File: src/hdl/gear_cfg_pkg.sv
/*
 * Gearbox configuration
 * Bus geometry, size-mode encoding and the per-mode beat width
 */

`default_nettype none

package gear_cfg_pkg;

	//////////////////////////////////////////////////////////////////////
	// Bus geometry
	//////////////////////////////////////////////////////////////////////

	// Bytes in one bus word
	localparam int BUS_BYTES = 8;
	// Bus word width in bits
	localparam int BUS_WIDTH = BUS_BYTES * 8;
	// Byte count 0..8 needs four bits
	localparam int BYTES_W = 4;

	//////////////////////////////////////////////////////////////////////
	// Size modes
	//////////////////////////////////////////////////////////////////////

	// Output beat width select, held for a whole packet
	typedef enum logic [1:0] {
		SZ_BUS  = 2'd0,
		SZ_32B  = 2'd1,
		SZ_16B  = 2'd2,
		SZ_BYTE = 2'd3
	} gear_size_t;

	// Bytes carried by a full beat in the given mode
	function automatic logic [BYTES_W-1:0] step_bytes(input gear_size_t size);
		logic [BYTES_W-1:0] step;
		case (size)
			SZ_BYTE: step = BYTES_W'(1);
			SZ_16B:  step = BYTES_W'(2);
			SZ_32B:  step = BYTES_W'(4);
			default: step = BYTES_W'(BUS_BYTES);
		endcase
		return step;
	endfunction

endpackage

`default_nettype wire

File: src/hdl/gear_stream_pkg.sv
/*
 * Gearbox stream beat
 * One word of the valid/ready stream on either side
 */

`default_nettype none

package gear_stream_pkg;

	// Payload of a single stream beat
	// Valid bytes sit at the top of data, first byte highest
	typedef struct packed {
		// Bus word
		logic [gear_cfg_pkg::BUS_WIDTH-1:0] data;
		// Count of valid bytes, 1..8 on a valid beat
		logic [gear_cfg_pkg::BYTES_W-1:0] bytes;
		// Final beat of the packet
		logic last;
	} gear_beat_t;

endpackage

`default_nettype wire

File: src/hdl/gear_shift_reg.sv
/*
 * Gearbox shift register
 * Holds the current bus word and shifts sent bytes off the top
 */

`timescale 1ns/1ps
`default_nettype none

module gear_shift_reg (
	input  wire logic                                i_clk,
	input  wire logic                                i_reset,
	input  wire logic                                i_soft_reset,
	input  wire gear_cfg_pkg::gear_size_t            i_size,
	input  wire logic                                i_load,
	input  wire logic                                i_shift,
	input  wire logic                                i_clear,
	input  wire logic [gear_cfg_pkg::BUS_WIDTH-1:0]  i_data,
	input  wire logic [gear_cfg_pkg::BYTES_W-1:0]    i_bytes,
	output logic      [gear_cfg_pkg::BUS_WIDTH-1:0]  o_data,
	output logic      [gear_cfg_pkg::BYTES_W-1:0]    o_fill
);

	// Bytes per beat and the matching bit shift
	logic [gear_cfg_pkg::BYTES_W-1:0] step;
	logic [gear_cfg_pkg::BYTES_W+2:0] step_bits;

	// Word being sent and bytes still unsent
	logic [gear_cfg_pkg::BUS_WIDTH-1:0] sreg;
	logic [gear_cfg_pkg::BYTES_W-1:0] fill;

	assign step = gear_cfg_pkg::step_bytes(i_size);
	assign step_bits = {step, 3'b000};

	//////////////////////////////////////////////////////////////////////
	// Data path
	//////////////////////////////////////////////////////////////////////

	// Big-endian, so the next byte moves up into the top lane
	always_ff @(posedge i_clk)
	begin
		if (i_load)
			sreg <= i_data;
		else if (i_shift)
			sreg <= sreg << step_bits;
	end

	//////////////////////////////////////////////////////////////////////
	// Fill count
	//////////////////////////////////////////////////////////////////////

	always_ff @(posedge i_clk)
	begin
		if (!i_reset || i_soft_reset)
			fill <= '0;
		else if (i_load)
			fill <= i_bytes;
		// Last beat of packet gone
		else if (i_clear)
			fill <= '0;
		else if (i_shift)
		begin
			// Whole word leaves at once, partial or not
			if (i_size == gear_cfg_pkg::SZ_BUS)
				fill <= '0;
			else
				fill <= fill - step;
		end
	end

	assign o_data = sreg;
	assign o_fill = fill;

endmodule

`default_nettype wire

File: src/hdl/gear_beat_ctrl.sv
/*
 * Gearbox beat controller
 * Sizes and flags each output beat, paces the input side and
 * steers the shift register
 */

`timescale 1ns/1ps
`default_nettype none

module gear_beat_ctrl (
	input  wire logic                              i_clk,
	input  wire logic                              i_reset,
	input  wire logic                              i_soft_reset,
	input  wire gear_cfg_pkg::gear_size_t          i_size,
	input  wire logic                              i_s_valid,
	input  wire logic [gear_cfg_pkg::BYTES_W-1:0]  i_s_bytes,
	input  wire logic                              i_s_last,
	input  wire logic                              i_m_ready,
	input  wire logic [gear_cfg_pkg::BYTES_W-1:0]  i_fill,
	output logic                                   o_s_ready,
	output logic                                   o_m_valid,
	output logic      [gear_cfg_pkg::BYTES_W-1:0]  o_m_bytes,
	output logic                                   o_m_last,
	output logic                                   o_load,
	output logic                                   o_shift,
	output logic                                   o_clear
);

	localparam int BW = gear_cfg_pkg::BYTES_W;

	// Beat state
	logic m_valid;
	logic [BW-1:0] m_bytes;
	logic m_last;
	// Final word of packet, more beats after the current one
	logic r_last;
	// Current beat is the final piece of its word
	logic r_next;

	// Handshakes
	logic load;
	logic accept;

	// Step sizes, one bit wider for the 2x compare
	logic [BW-1:0] step;
	logic [BW:0] step_w;
	logic [BW:0] step2_w;
	logic [BW:0] fill_w;

	// Bytes left after this beat and size of the following beat
	logic [BW-1:0] rem;
	logic [BW-1:0] next_bytes;
	logic [BW-1:0] first_bytes;

	//////////////////////////////////////////////////////////////////////
	// Handshake and commands
	//////////////////////////////////////////////////////////////////////

	// Next word may enter once the final piece of this one leaves
	assign o_s_ready = !m_valid || (i_m_ready && r_next);

	assign load = i_s_valid && o_s_ready;
	assign accept = m_valid && i_m_ready;

	assign o_load = load;
	// Last beat empties, any other beat moves up a step
	assign o_shift = accept && !m_last;
	assign o_clear = accept && m_last;

	//////////////////////////////////////////////////////////////////////
	// Beat sizing
	//////////////////////////////////////////////////////////////////////

	assign step = gear_cfg_pkg::step_bytes(i_size);
	assign step_w = {1'b0, step};
	assign step2_w = {step, 1'b0};
	assign fill_w = {1'b0, i_fill};

	// Only meaningful while fill exceeds one step
	assign rem = i_fill - step;
	assign next_bytes = (rem > step) ? step : rem;
	// First beat of a new word, short only on a partial final word
	assign first_bytes = (i_s_bytes > step) ? step : i_s_bytes;

	//////////////////////////////////////////////////////////////////////
	// Beat registers
	//////////////////////////////////////////////////////////////////////

	always_ff @(posedge i_clk)
	begin
		if (!i_reset || i_soft_reset)
		begin
			m_valid <= 1'b0;
			m_bytes <= '0;
			m_last <= 1'b0;
			r_last <= 1'b0;
			r_next <= 1'b1;
		end
		else if (load)
		begin
			m_valid <= 1'b1;
			m_bytes <= first_bytes;
			// Word fits in one beat
			r_next <= ({1'b0, i_s_bytes} <= step_w);
			m_last <= i_s_last && ({1'b0, i_s_bytes} <= step_w);
			r_last <= i_s_last && ({1'b0, i_s_bytes} > step_w);
		end
		else if (accept)
		begin
			// Anything left beyond the beat just sent
			m_valid <= (fill_w > step_w);
			m_bytes <= next_bytes;
			// At most one more beat left in this word
			r_next <= (fill_w <= step2_w);
			m_last <= r_last && (fill_w <= step2_w);
			r_last <= r_last && (fill_w > step2_w);
		end
	end

	assign o_m_valid = m_valid;
	assign o_m_bytes = m_bytes;
	assign o_m_last = m_last;

endmodule

`default_nettype wire

File: src/hdl/txgears.sv
/*
 * Transmit byte gearbox
 * Splits 64-bit stream words into 1, 2, 4 or 8 byte beats
 */

`timescale 1ns/1ps
`default_nettype none

module txgears (
	input  wire logic                          i_clk,
	input  wire logic                          i_reset,
	// Configuration
	input  wire logic                          i_soft_reset,
	input  wire gear_cfg_pkg::gear_size_t      i_size,
	// Incoming words
	input  wire logic                          i_s_valid,
	output logic                               o_s_ready,
	input  wire gear_stream_pkg::gear_beat_t   i_s_beat,
	// Outgoing beats
	output logic                               o_m_valid,
	input  wire logic                          i_m_ready,
	output gear_stream_pkg::gear_beat_t        o_m_beat
);

	// Shift register commands and state
	logic load;
	logic shift;
	logic clear;
	logic [gear_cfg_pkg::BYTES_W-1:0] fill;

	gear_shift_reg u_shift (
		.i_clk        (i_clk),
		.i_reset      (i_reset),
		.i_soft_reset (i_soft_reset),
		.i_size       (i_size),
		.i_load       (load),
		.i_shift      (shift),
		.i_clear      (clear),
		.i_data       (i_s_beat.data),
		.i_bytes      (i_s_beat.bytes),
		.o_data       (o_m_beat.data),
		.o_fill       (fill)
	);

	gear_beat_ctrl u_ctrl (
		.i_clk        (i_clk),
		.i_reset      (i_reset),
		.i_soft_reset (i_soft_reset),
		.i_size       (i_size),
		.i_s_valid    (i_s_valid),
		.i_s_bytes    (i_s_beat.bytes),
		.i_s_last     (i_s_beat.last),
		.i_m_ready    (i_m_ready),
		.i_fill       (fill),
		.o_s_ready    (o_s_ready),
		.o_m_valid    (o_m_valid),
		.o_m_bytes    (o_m_beat.bytes),
		.o_m_last     (o_m_beat.last),
		.o_load       (load),
		.o_shift      (shift),
		.o_clear      (clear)
	);

endmodule

`default_nettype wire

File: config.mk
export PLATFORM = sky130hd
export DESIGN_NAME = txgears
export DESIGN_NICKNAME = d
export VERILOG_FILES = /design/src/hdl/gear_cfg_pkg.sv /design/src/hdl/gear_stream_pkg.sv /design/src/hdl/gear_shift_reg.sv /design/src/hdl/gear_beat_ctrl.sv /design/src/hdl/txgears.sv
export SDC_FILE = /design/constraint.sdc
export NUM_CORES = 1
export LEC_CHECK = 0
export ABC_AREA = 1
export BUFFER_PORTS_ARGS = -buffer_cell sky130_fd_sc_hd__buf_2
export CAP_MARGIN = 20
export CORE_ASPECT_RATIO = 0.6
export CORE_MARGIN = 4
export CORE_UTILIZATION = 40
export CTS_CLUSTER_DIAMETER = 150
export CTS_CLUSTER_SIZE = 30
export DETAILED_ROUTE_END_ITERATION = 8
export PLACE_DENSITY = 0.66
export SYNTH_ARGS = -nofsm -noshare
export SYNTH_HDL_FRONTEND = slang
export SYNTH_HIERARCHICAL = 1
export SYNTH_SLANG_ARGS = --single-unit
File: constraint.sdc
create_clock -name i_clk -period 2.7 [get_ports i_clk]
set_input_delay 0.27 -clock i_clk [delete_from_list [all_inputs] [get_ports i_clk]]
set_output_delay 0.27 -clock i_clk [all_outputs]
set_load 0.005 [all_outputs]
After elaboration in Yosys (flattened, before gate mapping). Index checks and enable logic that the tools add are counted.

Bits in registers: 76. RAM bits: 0. Input bits: 76. Bits in latches: 0. Memories: 0. ROM bits: 0.

$lt $le $gt $ge: 7. Bitwise logic cells: 0. Eq/ne operators: 3. $mul: 0. $add $sub $neg: 1. Shift-type cells: 1. Multiplexer cells: 19. Reduce and logical (&&, ||, !) cells: 18. Div/mod/pow operators: 0.

Operator list (number): $mux 64 (2); $shl 64x7->64 (1); $mux 4 (8); $gt 4x4->1 (4); $pmux 4 s3 (1); $logic_and 1x1->1 (9); $mux 1 (8); $gt 4x5->1 (1); $le 4x5->1 (1); $eq 2x2->1 const B (2); $le 4x4->1 (1); $reduce_bool 2->1 (2); $sub 4x4->4 (1); $logic_not 1->1 (3); $reduce_bool 3->1 (1); $eq 2x1->1 const B (1); $logic_not 2->1 (1); $logic_or 1x1->1 (2).

Depth between registers and ports, before layout.
Depth in word-level cells: 7. Gate-level depth with buffers: 20. Gate-level depth less buffers: 20.

By module. Netlist, hierarchy kept.

Modules (own cells, without submodules): gear_shift_reg (times used 1, area an instance 3918.8 µm², cells each 421); gear_beat_ctrl (times used 1, area an instance 977.2 µm², cells each 157).

Worst setup path after synthesis. Ideal clock, no wire load.

Path type: input -> register. From: input port i_size[1]. To: register u_ctrl.m_bytes[2], in the netlist u_ctrl/o_m_bytes[2]. Stages on the path: 17. Data arrival time: 2.105 ns. Path slack: 0.477 ns. Library setup time: 0.117 ns. Path buffers: 0. Cell sequence: nand2_2 > inv_1 > ha_1 > fa_1 > xor2_1 > inv_1 > ha_1 > nand2_1 > inv_1 > nand2_1 > nand2_1 > nand2_2 > nand2_1 > nand2_1 > nor2_1 > nor2_1 > nor2_1.

Longest elaborated chain between the ends: 7.

Ends and longest elaborated chain: start: declaration (line txgears.sv:14) `input wire gear_cfg_pkg::gear_size_t i_size,`; $eq 2x1->1 / $eq 2x2->1 (equally long branches) (line gear_cfg_pkg.sv:36) `case (size)`; $pmux 4 s3 * (line gear_cfg_pkg.sv:36); $sub 4x4->4 (line gear_beat_ctrl.sv:80) `assign rem = i_fill - step;`; $gt 4x4->1 (line gear_beat_ctrl.sv:81) `assign next_bytes = (rem > step) ? step : rem;`; $mux 4 (line gear_beat_ctrl.sv:81); $mux 4 (line gear_beat_ctrl.sv:108) `else if (accept)`; $mux 4 * (line gear_beat_ctrl.sv:99) `else if (load)`; end signal: assignment (line gear_beat_ctrl.sv:102) `m_bytes <= first_bytes;`; end signal: assignment (line gear_beat_ctrl.sv:112) `m_bytes <= next_bytes;`; end: declaration (line gear_beat_ctrl.sv:33) `logic [BW-1:0] m_bytes;`.

Every way passes the cells marked *; elsewhere a longest branch is shown, timed or not. The select of a mux whose other input is x is not followed. A chain may end at the register's enable or synchronous reset.

Final worst setup path.
From: register u_shift.fill (netlist bit u_shift/o_fill[0]). To: register u_ctrl.m_bytes[2], in the netlist u_ctrl/o_m_bytes[2].

Longest elaborated chain between the ends: 5.

Ends and longest elaborated chain: start: declaration (line gear_shift_reg.sv:29) `logic [gear_cfg_pkg::BYTES_W-1:0] fill;`; start signal: assignment (line gear_shift_reg.sv:56) `fill <= i_bytes;`; start signal: assignment (line gear_shift_reg.sv:66) `fill <= fill - step;`; $sub 4x4->4 * (line gear_beat_ctrl.sv:80); $gt 4x4->1 (line gear_beat_ctrl.sv:81); $mux 4 * (line gear_beat_ctrl.sv:81); $mux 4 * (line gear_beat_ctrl.sv:108); $mux 4 * (line gear_beat_ctrl.sv:99).

Marked as above.

==> summary.txt <==
Detailed routing
  • Per-cell routed wire length: approximately 18 um
  • Vias per inst: 5.325
  • Final Routed Wirelength: about 16 mm
  • DRT Pass-1 Iters: 5
  • Residual DRC count: 0
  • Vias: 4,723
  • Detail Route Antenna Nets: 0
  • Iter 0 DRT Violations: approximately 450

Synthesis
  • Area share of the largest cell type after synthesis: 39.25%
  • Main synth FF type: edfxtp_1
  • Leading cell type by number of instances after synthesis: nand2_1
  • Synth area leader: edfxtp_1
  • Asr flop ratio synth: 0%
  • Ranking of synthesized cells by area: edfxtp_1 39%, nand2_1 11%, dfxtp_1 4.9%
  • Distinct cells, synth: 43
  • Post-synth EDFFs: 64
  • Sequential area share after synthesis: 44.16%
  • Synthesized net count: 674
  • Mapped Cells: just under 600
  • Commonest cells post-synth: 146 x nand2_1, 64 x edfxtp_1, 58 x inv_1
  • Synth warn: 6
  • Syn_area_per_cell: 8.470 um^2
  • Cell Area, Synth: 4896 um^2
  • Yosys reg bits: 76

Power
  • P_int: 2.719 mW
  • Max VDD drop: 0.3125 mV
  • Comb power frac: ~21%
  • Switching pwr: 1.096 mW
  • Leakage: 2.852 nW
  • Sw frac: between 20% and 30%
  • Pwr/cell area: 622.6 nW/um^2
  • Seq pwr share: approximately 40%
  • Total power: ~3.8 mW
  • Clock share of power: 39.8%

Setup path
  • WP data arrival: ~2700 ps
  • CP max FO: 5
  • Crit Path Category: register to register
  • Critical path required time: between 2000 and 3000 ps
  • Crit end category: register
  • Critical path launch point type: register

Clock tree
  • Max Root-Sink Buffers: 2
  • Worst-skew pair later-pin latency: 340 ps
  • Clock Tree Root: clkbuf_16
  • Clock Sinks: 76
  • CTS Hold Bufs: 0
  • Number of CTS-inserted buffers: 9
  • Clock tree from TritonCTS: built
  • Clk slew on worst S/H paths: 60 ps
  • Setup Buffers After CTS: 0
  • Post-CTS Resized: 0
  • Htree depth: 3

STA
  • Final Setup Violations: 0
  • Crit path time final: 2484 ps
  • Max Fclk: 402.6 MHz
  • Worst setup margin: around 220 ps
  • Final count of hold timing violations: 0
  • Worst clock skew: between 3 and 4 ps
  • Setup TNS: 0 ps
  • Slew Limit Headroom: about half
  • Final Cycle Share: 91.99%
  • Hold_ws: 185.2 ps
  • Unrepaired setup endpoints after global routing: false
  • Slew at the pin closest to its max-slew limit: 723.5 ps
  • Max-slew violation count: 0

Layout
  • Area Overhead vs Synth: 25.12%
  • Antenna Cells: 0
  • Share of cells above drive strength 1: 30.54%
  • Non-filler cells, final: 887
  • Total Nets Final: 818
  • Fill cells: approximately 1.1k

Floorplan
  • Row count: 30
  • DIE AREA: about 14,000 um^2
  • Initial Utilization: 42.08%
  • Die height: 93.70 um
  • Core area: between 10,000 and 15,000 um^2
  • I/O pin count: around 150
  • Die X: 150.8 um

Min path
  • Hold Path Class: primary input to register

Placed design
  • Routability cong.: 0.8816
  • DP Worst Slack: 113.4 ps
  • Dpl cells: ~870
  • PortBufs: 146
  • Detailed Place HPWL: 11.98 mm

Global route
  • First-pass GRT wire length: 24.44 mm
  • Largest net degree at the start of global routing: 70
  • Initial antenna violation count: 0
  • Vias in the first global route: 4,366
  • Gr ovfl total: 0
  • Total track usage: 22.69%

Status
  • Status: finished clean

Run
  • MaxCap Viol Count: 0
## sequential cells by signal, indices dropped and copies added, names as in the netlist
register	cells
u_ctrl/o_m_bytes	4
u_ctrl/o_m_last	1
u_ctrl/o_m_valid	1
u_ctrl/r_last	1
u_ctrl/r_next	1
u_shift/o_data	64
u_shift/o_fill	4
## cells by family after synthesis
group / count (synthesis) / synth area share, %
flops: 76 / 44.16
xor+xnor: 2 / 0.3578
fa+ha+maj: 20 / 5.418
simple gates: 242 / 21.82
buf+inv: 93 / 9.072
compound gates: 145 / 19.17
## critical path: stages, from the launching register on
cell     delay (ps)
dfxtp_1         380
inv_1            80
ha_1            220
fa_1            400
xor2_1          210
inv_1            70
ha_1            280
nand2_1          80
inv_1            40
nand2_1          60
nand2_1         100
nand2_2         120
nand2_1          60
nand2_1          60
nor2_1           40
nor2_1          110
nor2_1           50
## power groups by stage
| stage | registers, mW | clock network, mW | logic, mW |
|---|---|---|---|
| after global placement | 1.53 | 0 | 0.764 |
| after floorplan | 1.52 | 0 | 0.476 |
| after CTS | 1.51 | 1.54 | 0.781 |
| after detailed placement | 1.54 | 0 | 0.777 |
| final | 1.51 | 1.52 | 0.784 |
| after global routing | 1.52 | 1.59 | 0.876 |
## layout make-up
cell class	count	area, um^2	area share [%]
clock buffers	9	225.2	3.676
clock inverters	7	147.6	2.410
multi-input cells	409	2290	37.38
repair buffers	158	833.3	13.60
flip-flops and latches	76	2162	35.29
inverters	68	267.8	4.371
well taps	160	200.2	3.268
## routing by layer
layer	GRT usage [%]	share of wire (%)
met1	36.01	49
met2	29.76	39
met3	6.509	12
met4	5.053	0.75
met5	0	0
## path summary, 6_finish.rpt
check                                       from                          endpoint  slack (ps)  cells past startpoint
setup / recovery  u_shift/o_fill[0]$_SDFFE_PP0P_  u_ctrl/o_m_bytes[2]$_SDFFE_PP0P_         220                     16
hold / removal                      i_s_beat[12]       u_shift/o_data[7]$_DFFE_PP_         190                      3
setup reg to reg  u_shift/o_fill[0]$_SDFFE_PP0P_  u_ctrl/o_m_bytes[2]$_SDFFE_PP0P_         220                     16
hold reg to reg       u_ctrl/r_next$_SDFFE_PP1P_        u_ctrl/r_next$_SDFFE_PP1P_         500                      2
## metrics by stage
stage | cell area [um^2] | util (%)
after floorplan | 4896 | -
after global placement | 5753 | 49.44
after detailed placement | 5753 | 49.44
after CTS | 6126 | 52.65
after global routing | 6126 | 52.65
final | 6126 | 52.65
## cells in the final DEF (no fill, tap or decap), types with 8 or more instances in the layout
cell type	Yosys	layout
buf_2	6	146
edfxtp_1	64	64
ha_1	18	18
dfxtp_1	12	12
o21ai_0	22	22
inv_2	8	8
inv_1	58	58
o21ai_1	44	44
nand2_1	146	146
o22ai_1	14	14
clkbuf_16	0	9
o221ai_1	8	8
buf_4	5	11
nor2_1	51	51
o21ai_2	11	11
nand3_1	19	19
nand2_2	11	11
a21oi_1	23	23
No activity file was read; power rests on OpenSTA's default activity.
